**src/design/decode_macros.svh**
```systemverilog
`ifndef DECODE_MACROS_SVH
`define DECODE_MACROS_SVH

// machine word, used for data and addresses
`define DATA_W 32

// general register file geometry
`define REG_COUNT 32
`define REG_ADDR_W 5

// boot vector, loaded into pc while rst_n is low
`define RESET_PC 32'hbfc0_0000

`endif

```
**src/design/isa_pkg.sv**
```systemverilog
`default_nettype none

`include "decode_macros.svh"

package isa_pkg;

    localparam int SEL_W = 3; // cop0 select field

    // rs field values under COP0
    localparam logic [`REG_ADDR_W-1:0] COP0_MF = 5'd0;
    localparam logic [`REG_ADDR_W-1:0] COP0_MT = 5'd4;

    typedef enum logic [5:0] {
        SPECIAL = 6'h00,
        J       = 6'h02,
        JAL     = 6'h03,
        BEQ     = 6'h04,
        BNE     = 6'h05,
        ADDIU   = 6'h09,
        SLTI    = 6'h0a,
        ANDI    = 6'h0c,
        ORI     = 6'h0d,
        LUI     = 6'h0f,
        COP0    = 6'h10,
        LW      = 6'h23,
        SW      = 6'h2b
    } opcode_e;

    typedef enum logic [5:0] {
        SLL  = 6'h00,
        JR   = 6'h08,
        MFHI = 6'h10,
        MTHI = 6'h11,
        MFLO = 6'h12,
        MTLO = 6'h13,
        MULT = 6'h18,
        ADDU = 6'h21,
        SUBU = 6'h23,
        AND  = 6'h24,
        OR   = 6'h25,
        SLT  = 6'h2a
    } funct_e;

    // overlapping views of one instruction word
    typedef struct packed {
        opcode_e                 opcode;
        logic [`REG_ADDR_W-1:0]  rs;
        logic [`REG_ADDR_W-1:0]  rt;
        logic [`REG_ADDR_W-1:0]  rd;
        logic [4:0]              shamt;
        funct_e                  funct;
        logic [SEL_W-1:0]        sel;
        logic [15:0]             imm;
    } fields_t;

    function automatic fields_t unpack(input logic [`DATA_W-1:0] instruction);
        fields_t f;
        f.opcode = opcode_e'(instruction[31:26]);
        f.rs     = instruction[25:21];
        f.rt     = instruction[20:16];
        f.rd     = instruction[15:11];
        f.shamt  = instruction[10:6];
        f.funct  = funct_e'(instruction[5:0]);
        f.sel    = instruction[SEL_W-1:0]; // mfc0/mtc0 select
        f.imm    = instruction[15:0];
        return f;
    endfunction

endpackage

`default_nettype wire

```
**src/design/pipe_pkg.sv**
```systemverilog
`default_nettype none

`include "decode_macros.svh"

package pipe_pkg;

    typedef enum logic [3:0] {
        NOP  = 4'd0,
        ADD  = 4'd1,
        SUB  = 4'd2,
        AND  = 4'd3,
        OR   = 4'd4,
        SLT  = 4'd5,
        SLL  = 4'd6,
        LUI  = 4'd7,
        PASS = 4'd8  // operand a straight through
    } alu_op_e;

    // decoded control word, carried down the pipe
    typedef struct packed {
        alu_op_e alu_op;
        logic    use_imm;     // operand b from immediate
        logic    sign_ext;
        logic    write_reg;
        logic    dest_is_rt;  // else rd
        logic    mem_read;
        logic    mem_write;
        logic    branch;
        logic    jump;
        logic    jump_reg;
        logic    link;        // return address to r31
        logic    write_hi;
        logic    write_lo;
        logic    read_cop0;
        logic    write_cop0;
    } control_t;

    // one result source from a later stage
    typedef struct packed {
        logic                   valid;
        logic [`REG_ADDR_W-1:0] idx;
        logic [`DATA_W-1:0]     data;
    } fwd_t;

endpackage

`default_nettype wire

```
**src/design/writeback_if.sv**
```systemverilog
`timescale 1ns/1ns
`default_nettype none

`include "decode_macros.svh"

interface writeback_if;

    logic                          write_reg;
    logic [`REG_ADDR_W-1:0]        dest_reg;
    logic [`DATA_W-1:0]            dest_reg_data;
    logic                          write_cop0;
    logic [`REG_ADDR_W-1:0]        dest_cop0_rd;
    logic [isa_pkg::SEL_W-1:0]     dest_cop0_sel;
    logic [`DATA_W-1:0]            dest_cop0_data;
    logic                          write_hi;
    logic                          write_lo;
    logic [`DATA_W-1:0]            dest_hi_data;
    logic [`DATA_W-1:0]            dest_lo_data;

    modport source (output write_reg, dest_reg, dest_reg_data, write_cop0, dest_cop0_rd,
                    dest_cop0_sel, dest_cop0_data, write_hi, write_lo, dest_hi_data,
                    dest_lo_data);
    modport gpr (input write_reg, dest_reg, dest_reg_data);
    modport cop0 (input write_cop0, dest_cop0_rd, dest_cop0_sel, dest_cop0_data);
    modport bypass (input write_reg, dest_reg, dest_reg_data, write_hi, write_lo,
                    dest_hi_data, dest_lo_data);

endinterface

`default_nettype wire

```
**src/design/main_decoder.sv**
```systemverilog
`timescale 1ns/1ns
`default_nettype none

`include "decode_macros.svh"

module main_decoder (
    input  logic [`DATA_W-1:0] instruction,
    output pipe_pkg::control_t control
);

    isa_pkg::fields_t f;

    assign f = isa_pkg::unpack(instruction);

    always_comb begin
        control = '0; // alu_op NOP, nothing enabled
        // all-zero word is the pipeline nop, not a real sll
        if (instruction != '0) begin
            case (f.opcode)
                isa_pkg::SPECIAL: begin
                    control.write_reg = 1'b1; // rd destination
                    case (f.funct)
                        isa_pkg::ADDU: control.alu_op = pipe_pkg::ADD;
                        isa_pkg::SUBU: control.alu_op = pipe_pkg::SUB;
                        isa_pkg::AND:  control.alu_op = pipe_pkg::AND;
                        isa_pkg::OR:   control.alu_op = pipe_pkg::OR;
                        isa_pkg::SLT:  control.alu_op = pipe_pkg::SLT;
                        isa_pkg::SLL:  control.alu_op = pipe_pkg::SLL;
                        isa_pkg::MFHI, isa_pkg::MFLO: control.alu_op = pipe_pkg::PASS;
                        isa_pkg::JR: begin
                            control.write_reg = 1'b0;
                            control.jump_reg  = 1'b1;
                        end
                        isa_pkg::MTHI: begin
                            control.write_reg = 1'b0;
                            control.alu_op    = pipe_pkg::PASS;
                            control.write_hi  = 1'b1;
                        end
                        isa_pkg::MTLO: begin
                            control.write_reg = 1'b0;
                            control.alu_op    = pipe_pkg::PASS;
                            control.write_lo  = 1'b1;
                        end
                        isa_pkg::MULT: begin
                            control.write_reg = 1'b0; // product lands in hi/lo
                            control.write_hi  = 1'b1;
                            control.write_lo  = 1'b1;
                        end
                        default: control = '0;
                    endcase
                end
                isa_pkg::J: control.jump = 1'b1;
                isa_pkg::JAL: begin
                    control.jump      = 1'b1;
                    control.link      = 1'b1;
                    control.write_reg = 1'b1;
                end
                isa_pkg::BEQ, isa_pkg::BNE: begin
                    control.alu_op = pipe_pkg::SUB; // compare by subtraction
                    control.branch = 1'b1;
                end
                isa_pkg::ADDIU, isa_pkg::SLTI, isa_pkg::ANDI, isa_pkg::ORI,
                isa_pkg::LUI, isa_pkg::LW, isa_pkg::SW: begin
                    control.use_imm    = 1'b1;
                    control.write_reg  = (f.opcode != isa_pkg::SW);
                    control.dest_is_rt = (f.opcode != isa_pkg::SW);
                    control.mem_read   = (f.opcode == isa_pkg::LW);
                    control.mem_write  = (f.opcode == isa_pkg::SW);
                    // logical ops zero-extend
                    control.sign_ext   = !(f.opcode inside {isa_pkg::ANDI, isa_pkg::ORI,
                                                            isa_pkg::LUI});
                    case (f.opcode)
                        isa_pkg::SLTI: control.alu_op = pipe_pkg::SLT;
                        isa_pkg::ANDI: control.alu_op = pipe_pkg::AND;
                        isa_pkg::ORI:  control.alu_op = pipe_pkg::OR;
                        isa_pkg::LUI:  control.alu_op = pipe_pkg::LUI;
                        default:       control.alu_op = pipe_pkg::ADD; // address or sum
                    endcase
                end
                isa_pkg::COP0: begin
                    if (f.rs == isa_pkg::COP0_MF) begin
                        control.alu_op     = pipe_pkg::PASS;
                        control.read_cop0  = 1'b1;
                        control.write_reg  = 1'b1;
                        control.dest_is_rt = 1'b1;
                    end else if (f.rs == isa_pkg::COP0_MT) begin
                        control.alu_op     = pipe_pkg::PASS;
                        control.write_cop0 = 1'b1;
                    end
                end
                default: control = '0;
            endcase
        end
    end

    // a single access per instruction at the memory stage
    always_comb begin
        assert #0 (!(control.mem_read && control.mem_write))
            else $error("decoder raised mem_read and mem_write together");
    end

endmodule

`default_nettype wire

```
**src/design/register_file.sv**
```systemverilog
`timescale 1ns/1ns
`default_nettype none

`include "decode_macros.svh"

module register_file (
    input  logic                   pif,
    input  logic                   rst_n,
    writeback_if.gpr               wb,
    input  logic [`REG_ADDR_W-1:0] raddr_a,
    input  logic [`REG_ADDR_W-1:0] raddr_b,
    output logic [`DATA_W-1:0]     rdata_a,
    output logic [`DATA_W-1:0]     rdata_b
);

    logic [`DATA_W-1:0] regs [`REG_COUNT];

    always_ff @(posedge pif or negedge rst_n) begin
        if (!rst_n) begin
            for (int i = 0; i < `REG_COUNT; i++) begin
                regs[i] <= '0;
            end
        end else if (wb.write_reg && wb.dest_reg != '0) begin // r0 stays zero
            regs[wb.dest_reg] <= wb.dest_reg_data;
        end
    end

    assign rdata_a = (raddr_a == '0) ? '0 : regs[raddr_a];
    assign rdata_b = (raddr_b == '0) ? '0 : regs[raddr_b];

    // later stages must be flushed while the core is held in reset
    assert property (@(posedge pif) !rst_n |-> !wb.write_reg)
        else $error("register write during reset");

endmodule

`default_nettype wire

```
**src/design/register_cop0.sv**
```systemverilog
`timescale 1ns/1ns
`default_nettype none

`include "decode_macros.svh"

module register_cop0 (
    input  logic                      pif,
    input  logic                      rst_n,
    writeback_if.cop0                 wb,
    input  logic [`REG_ADDR_W-1:0]    read_rd,
    input  logic [isa_pkg::SEL_W-1:0] read_sel,
    output logic [`DATA_W-1:0]        rdata
);

    // only select 0 is backed by storage
    logic [`DATA_W-1:0] regs [`REG_COUNT];

    always_ff @(posedge pif or negedge rst_n) begin
        if (!rst_n) begin
            for (int i = 0; i < `REG_COUNT; i++) begin
                regs[i] <= '0;
            end
        end else if (wb.write_cop0 && wb.dest_cop0_sel == '0) begin
            regs[wb.dest_cop0_rd] <= wb.dest_cop0_data;
        end
    end

    assign rdata = (read_sel == '0) ? regs[read_rd] : '0; // other selects read zero

endmodule

`default_nettype wire

```
**src/design/operand_forwarder.sv**
```systemverilog
`timescale 1ns/1ns
`default_nettype none

`include "decode_macros.svh"

module operand_forwarder (
    input  logic [`REG_ADDR_W-1:0] rs,
    input  logic [`REG_ADDR_W-1:0] rt,
    input  logic [`DATA_W-1:0]     rf_rs,
    input  logic [`DATA_W-1:0]     rf_rt,
    input  pipe_pkg::fwd_t         fwd_ex,
    input  pipe_pkg::fwd_t         fwd_mem,
    writeback_if.bypass            wb,
    input  logic [`DATA_W-1:0]     hi_reg,
    input  logic [`DATA_W-1:0]     lo_reg,
    output logic [`DATA_W-1:0]     rs_out,
    output logic [`DATA_W-1:0]     rt_out,
    output logic [`DATA_W-1:0]     hi_out,
    output logic [`DATA_W-1:0]     lo_out
);

    pipe_pkg::fwd_t fwd_wb;

    function automatic logic hit(input pipe_pkg::fwd_t src, input logic [`REG_ADDR_W-1:0] idx);
        return src.valid && idx != '0 && src.idx == idx;
    endfunction

    // youngest result first
    function automatic logic [`DATA_W-1:0] pick(input logic [`REG_ADDR_W-1:0] idx,
                                                 input logic [`DATA_W-1:0] stored);
        if (idx == '0) return '0;
        if (hit(fwd_ex, idx)) return fwd_ex.data;
        if (hit(fwd_mem, idx)) return fwd_mem.data;
        if (hit(fwd_wb, idx)) return fwd_wb.data;
        return stored;
    endfunction

    assign fwd_wb = '{valid: wb.write_reg, idx: wb.dest_reg, data: wb.dest_reg_data};

    always_comb begin
        rs_out = pick(rs, rf_rs);
        rt_out = pick(rt, rf_rt);
    end

    assign hi_out = wb.write_hi ? wb.dest_hi_data : hi_reg; // hi/lo only seen at writeback
    assign lo_out = wb.write_lo ? wb.dest_lo_data : lo_reg;

endmodule

`default_nettype wire

```
**src/design/stage_decode.sv**
```systemverilog
`timescale 1ns/1ns
`default_nettype none

`include "decode_macros.svh"

module stage_decode (
    input  logic                      pif,
    input  logic                      rst_n,
    input  logic [`DATA_W-1:0]        in_instruction,
    input  logic [`DATA_W-1:0]        in_pc,
    input  logic                      stall,
    input  logic                      bubble,
    input  logic                      nullify,
    input  logic                      wb_write_reg,
    input  logic [`REG_ADDR_W-1:0]    wb_dest_reg,
    input  logic [`DATA_W-1:0]        wb_dest_data,
    input  logic                      wb_write_cop0,
    input  logic [`REG_ADDR_W-1:0]    wb_cop0_rd,
    input  logic [isa_pkg::SEL_W-1:0] wb_cop0_sel,
    input  logic [`DATA_W-1:0]        wb_cop0_data,
    input  logic                      wb_write_hi,
    input  logic                      wb_write_lo,
    input  logic [`DATA_W-1:0]        wb_hi_data,
    input  logic [`DATA_W-1:0]        wb_lo_data,
    input  pipe_pkg::fwd_t            fwd_ex,
    input  pipe_pkg::fwd_t            fwd_mem,
    output logic [`DATA_W-1:0]        out_instruction,
    output logic [`DATA_W-1:0]        out_pc,
    output logic [`DATA_W-1:0]        out_pcsub4,
    output logic [`DATA_W-1:0]        out_pcadd4,
    output logic [`DATA_W-1:0]        out_pcadd8,
    output logic [`DATA_W-1:0]        out_pcjump,
    output logic [`DATA_W-1:0]        rs_data,
    output logic [`DATA_W-1:0]        rt_data,
    output logic [`DATA_W-1:0]        hi_data,
    output logic [`DATA_W-1:0]        lo_data,
    output logic [`DATA_W-1:0]        cop0_data,
    output logic [`REG_ADDR_W-1:0]    dest_cop0_rd,
    output logic [isa_pkg::SEL_W-1:0] dest_cop0_sel,
    output pipe_pkg::control_t        control
);

    isa_pkg::fields_t   f;
    logic [`DATA_W-1:0] rf_rs, rf_rt;
    logic [`DATA_W-1:0] hi_reg, lo_reg;

    writeback_if wb_bus ();

    assign wb_bus.write_reg      = wb_write_reg;
    assign wb_bus.dest_reg       = wb_dest_reg;
    assign wb_bus.dest_reg_data  = wb_dest_data;
    assign wb_bus.write_cop0     = wb_write_cop0;
    assign wb_bus.dest_cop0_rd   = wb_cop0_rd;
    assign wb_bus.dest_cop0_sel  = wb_cop0_sel;
    assign wb_bus.dest_cop0_data = wb_cop0_data;
    assign wb_bus.write_hi       = wb_write_hi;
    assign wb_bus.write_lo       = wb_write_lo;
    assign wb_bus.dest_hi_data   = wb_hi_data;
    assign wb_bus.dest_lo_data   = wb_lo_data;

    // stage register priority nullify > stall > bubble > load
    always_ff @(posedge pif or negedge rst_n) begin
        if (!rst_n) begin
            out_instruction <= '0;
            out_pc          <= `RESET_PC;
            out_pcsub4      <= `RESET_PC - `DATA_W'd4;
            out_pcadd4      <= `RESET_PC + `DATA_W'd4;
            out_pcadd8      <= `RESET_PC + `DATA_W'd8;
        end else if (nullify || (!stall && bubble)) begin
            out_instruction <= '0; // nop with pc values kept
        end else if (!stall) begin
            out_instruction <= in_instruction;
            out_pc          <= in_pc;
            out_pcsub4      <= in_pc - `DATA_W'd4;
            out_pcadd4      <= in_pc + `DATA_W'd4;
            out_pcadd8      <= in_pc + `DATA_W'd8;
        end
    end

    always_ff @(posedge pif or negedge rst_n) begin
        if (!rst_n) begin
            hi_reg <= '0;
            lo_reg <= '0;
        end else begin
            if (wb_bus.write_hi) hi_reg <= wb_bus.dest_hi_data;
            if (wb_bus.write_lo) lo_reg <= wb_bus.dest_lo_data;
        end
    end

    assign f          = isa_pkg::unpack(out_instruction);
    assign out_pcjump = {out_pcadd4[`DATA_W-1 -: 4], out_instruction[25:0], 2'b00}; // region jump

    assign dest_cop0_rd  = f.rd;
    assign dest_cop0_sel = f.sel;

    main_decoder i_main_decoder (
        .instruction (out_instruction),
        .control     (control)
    );

    register_file i_register_file (
        .pif     (pif),
        .rst_n   (rst_n),
        .wb      (wb_bus.gpr),
        .raddr_a (f.rs),
        .raddr_b (f.rt),
        .rdata_a (rf_rs),
        .rdata_b (rf_rt)
    );

    register_cop0 i_register_cop0 (
        .pif      (pif),
        .rst_n    (rst_n),
        .wb       (wb_bus.cop0),
        .read_rd  (f.rd),
        .read_sel (f.sel),
        .rdata    (cop0_data)
    );

    operand_forwarder i_operand_forwarder (
        .rs      (f.rs),
        .rt      (f.rt),
        .rf_rs   (rf_rs),
        .rf_rt   (rf_rt),
        .fwd_ex  (fwd_ex),
        .fwd_mem (fwd_mem),
        .wb      (wb_bus.bypass),
        .hi_reg  (hi_reg),
        .lo_reg  (lo_reg),
        .rs_out  (rs_data),
        .rt_out  (rt_data),
        .hi_out  (hi_data),
        .lo_out  (lo_data)
    );

    // the hazard unit only bubbles a stalled stage when it also flushes it
    assert property (@(posedge pif) disable iff (!rst_n) (stall && bubble) |-> nullify)
        else $error("stall and bubble raised together without nullify");

endmodule

`default_nettype wire

```
**config.mk**
```make
export PLATFORM = sky130hd
export DESIGN_NAME = stage_decode
export DESIGN_NICKNAME = d
export VERILOG_FILES = /design/src/design/isa_pkg.sv /design/src/design/pipe_pkg.sv /design/src/design/writeback_if.sv /design/src/design/main_decoder.sv /design/src/design/register_file.sv /design/src/design/register_cop0.sv /design/src/design/operand_forwarder.sv /design/src/design/stage_decode.sv
export VERILOG_INCLUDE_DIRS = /design/src /design/src/design
export SDC_FILE = /design/constraint.sdc
export NUM_CORES = 2
export LEC_CHECK = 0
export BUFFER_PORTS_ARGS = -buffer_cell sky130_fd_sc_hd__clkbuf_2
export CORE_ASPECT_RATIO = 1.2
export CORE_UTILIZATION = 55
export DETAILED_ROUTE_END_ITERATION = 8
export PLACE_DENSITY = 0.73
export SLEW_MARGIN = 20
export SYNTH_ARGS = -nofsm -noshare
export SYNTH_HDL_FRONTEND = slang
export SYNTH_SLANG_ARGS = --single-unit
```
**constraint.sdc**
```tcl
create_clock -name pif -period 2.4 [get_ports pif]
set_input_delay 0.24 -clock pif [delete_from_list [all_inputs] [get_ports pif]]
set_output_delay 0.24 -clock pif [all_outputs]
set_load 0.03 [all_outputs]
```
==> summary.md <==
| Metric | Value |
|---|---|
| Ys Warns | `0` |
| Routed wire per std cell | `32.3 µm` |
| Setup slack, reg-to-reg | `about 1.0 ns` |
| Result of the run | `complete, but fails checks` |
| Initial antenna violation count | `17` |
| DR vias | `between 70,000 and 80,000` |
| Leak pwr | `0.0629 µW` |
| Worst Setup Start Kind | `flip-flop` |
| Post-synth top area share | `around half` |
| Slew HR | `52.0%` |
| Fin Setup TNS | `-125.98 ns` |
| Final hold vios | `0` |
| Clock Path Buffers | `3` |
| Metal2 WL | `182,000 µm` |
| Top post-synthesis cells by area | `dfrtp_1, mux2_2, mux4_2, nand2_1, mux2i_1` |
| R2R Path End | `hi_reg[28]` |
| Die area | `0.208 mm²` |
| Max FO, Critical Path | `6` |
| Core Rows | `182` |
| Final HPWL DP | `about 240,000 µm` |
| Biggest regs | `i_register_cop0.regs x1024, i_register_file.regs x1024` |
| CP endpoint kind | `primary output` |
| EDFF count, synth | `0` |
| Drc violations | `0` |
| HP Class | `primary input to flip-flop` |
| Fmax | `~260 MHz` |
| Critical Path RT | `2.16 ns` |
| DR iter-0 viols | `7,877` |
| Period Utilization, post-route | `158%` |
| Post-synthesis cell area | `between 0.1 and 0.15 mm²` |
| GP Congestion | `0.959` |
| Routed WL | `387,000 µm` |
| Sink Count | `2,264` |
| Final instance area | `0.141 mm²` |
| Max IR drop VDD | `~0.00083 V` |
| Hold Path Sink | `i_register_cop0.regs[973]` |
| Layout cells sized above 1 | `about 57%` |
| Setup ws final | `-1.40 ns` |
| Mean post-synth cell area | `approximately 14 µm²` |
| Vias/cell | `6.64` |
| H-tree depth | `4` |
| Yosys cell types | `between 80 and 90` |
| R2R depth | `2` |
| Hold path cells | `2` |
| DR top layer | `met5` |
| Most common cell in the netlist | `dfrtp_1` |
| DRT antenna net count | `0` |
| Dpl cell area | `around 0.13 mm²` |
| CTS tree | `built` |
| PwrDens | `around 710 mW/mm²` |
| Yosys reg bits | `2,264` |
| Core ar. | `between 0.2 and 0.25 mm²` |
| Max Cap Viol | `0` |
| Die Span X | `about 420 µm` |
| Period minus WS final | `around 3.8 ns` |
| Seq/Total Area, Yosys | `approximately 50%` |
| WS Path Type | `flip-flop to primary output` |
| Height of the chip | `about 500 µm` |
| Port bufs | `about 670` |
| Met3 Wirelength | `36,200 µm` |
| CTS root buffer | `clkbuf_16` |
| Total CTS buffers | `about 220` |
| Pin count of the biggest net entering global routing | `between 100 and 150` |
| Initial Utilization | `between 50% and 60%` |
| First-pass GRT wire length | `560,000 µm` |
| Worst hold start | `wb_cop0_data[13]` |
| Critical Path AT | `approximately 3.6 ns` |
| Worst-Margin Slew | `between 0.7 and 0.8 ns` |
| Number of global-route vias before repair | `roughly 83,000` |
| Final core occ | `68.8%` |
| Fin nets | `9,404` |
| Area delta synth->final | `24.5%` |
| GR Util All Layers | `36.7%` |
| Finish-stage setup viols | `114` |
| Worst Skew | `0 ns` |
| Unrepaired setup endpoints after global routing | `yes` |
| Asr flop ratio synth | `between 90% and 100%` |
| Total gr overflow | `0` |
| WL met1 | `between 100,000 and 150,000 µm` |
| Post-Synthesis Cells | `just under 8,000` |
| Ports | `between 600 and 700` |
| Ys flop type | `dfrtp_1` |
| Violated checks | `negative setup slack` |
| CTS clk-pin slew, worst paths | `0.06 ns` |
| Clock Latency Late Sink | `approximately 0.91 ns` |
| DRT Pass-1 Iters | `6` |
| Most frequent cells after synthesis | `dfrtp_1, mux2_2, mux4_2, nand2_1, clkbuf_1` |
| Post-synth top area cell | `dfrtp_1` |
| Max Slew Vio Count | `0` |
| Worst r2r src | `hi_reg[28]` |
-- worst max path at each step --
stage / from / to / slack [ns] / cells after the start
after floorplan: out_instruction[29] / control[11] / -0.14 / 6
after global placement: out_instruction[17] / rt_data[29] / -0.71 / 10
after detailed placement: out_instruction[17] / rt_data[29] / -0.77 / 10
after CTS: out_instruction[16] / rt_data[28] / -1.37 / 8
after global routing: out_instruction[16] / rt_data[20] / -1.42 / 12
final: out_instruction[16] / rt_data[5] / -1.40 / 11
-- layer usage --
metal / vias up / track usage [%]
met3: 1459 / 8.98
li1: 32000 / -
met5: - / 0
met2: 4254 / 58.2
met4: 18 / 21.1
met1: 41800 / 46.1
-- stage by stage --
stage	instances	total power, µW	hold slack [ns]	setup WS [ns]
detailed placement	11200	62700	0.221	-0.774
finish	12000	101000	0.0606	-1.40
global route	12000	104000	0.0521	-1.42
CTS	11900	100000	0.00319	-1.37
global placement	11200	61800	0.218	-0.709
floorplan	7919	56400	-0.0556	-0.139
-- layout make-up --
| cell class | count | area (µm²) |
|---|---|---|
| Antenna cell | 15 | 37.5 |
| Inverter | 73 | 279 |
| Multi-Input combinational cell | 4710 | 54400 |
| Timing Repair Buffer | 1837 | 18400 |
| Fill cell | 13600 | 63800 |
| Sequential cell | 2264 | 56800 |
| Tap cell | 2668 | 3340 |
| Clock inverter | 83 | 1110 |
| Clock buffer | 327 | 6550 |
-- cells in the final DEF (no fill, tap or decap), drive strengths merged, types with 141 or more instances in the layout --
cell	count
mux2	2109
nand2	540
dfrtp	2208
clkbuf	931
nor2	144
o21ai	141
buf	1027
mux4	741
mux2i	153
dlygate4sd3	205
-- logic make-up (layout without fill, tap and decap cells) --
kind of cell	count (synthesis)	count (layout)	share of synthesized area, %
mux	3003	3003	37.1
flops	2264	2264	50.1
simple gates	970	970	3.93
buf+inv	945	2320	3.93
compound gates	613	613	3.94
xor+xnor	117	117	0.906
fa+ha+maj	5	5	0.0553
other cells	1	17	0.00331
-- timing repair --
action	in CTS	in global routing
setup endpoints to repair	125	126
buffers inserted	61	85
gates cloned	34	26
hold buffers	206	0
pin swaps	78	116
resized for setup	457	412
hold endpoints to repair	1354	0
-- report_power, final --
group          switching [µW]  total (µW)  internal, µW
clock network           15800       36800         21000
logic                    8600       17800          9160
registers                3210       46100         42800
total                   27600      101000         73000
-- worst max-delay path, cell delays in order, from the launching register on --
cell and delay, ns:
dfrtp_4 0.51, buf_12 0.16, xor2_1 0.15, nor4_1 0.33, nand4_1 0.19, buf_6 0.18, buf_12 0.12, nor2_4 0.22
bufbuf_16 0.32, a221oi_1 0.09, a21oi_2 0.19, buf_4 0.18
Power figures use the tool's default switching activity.
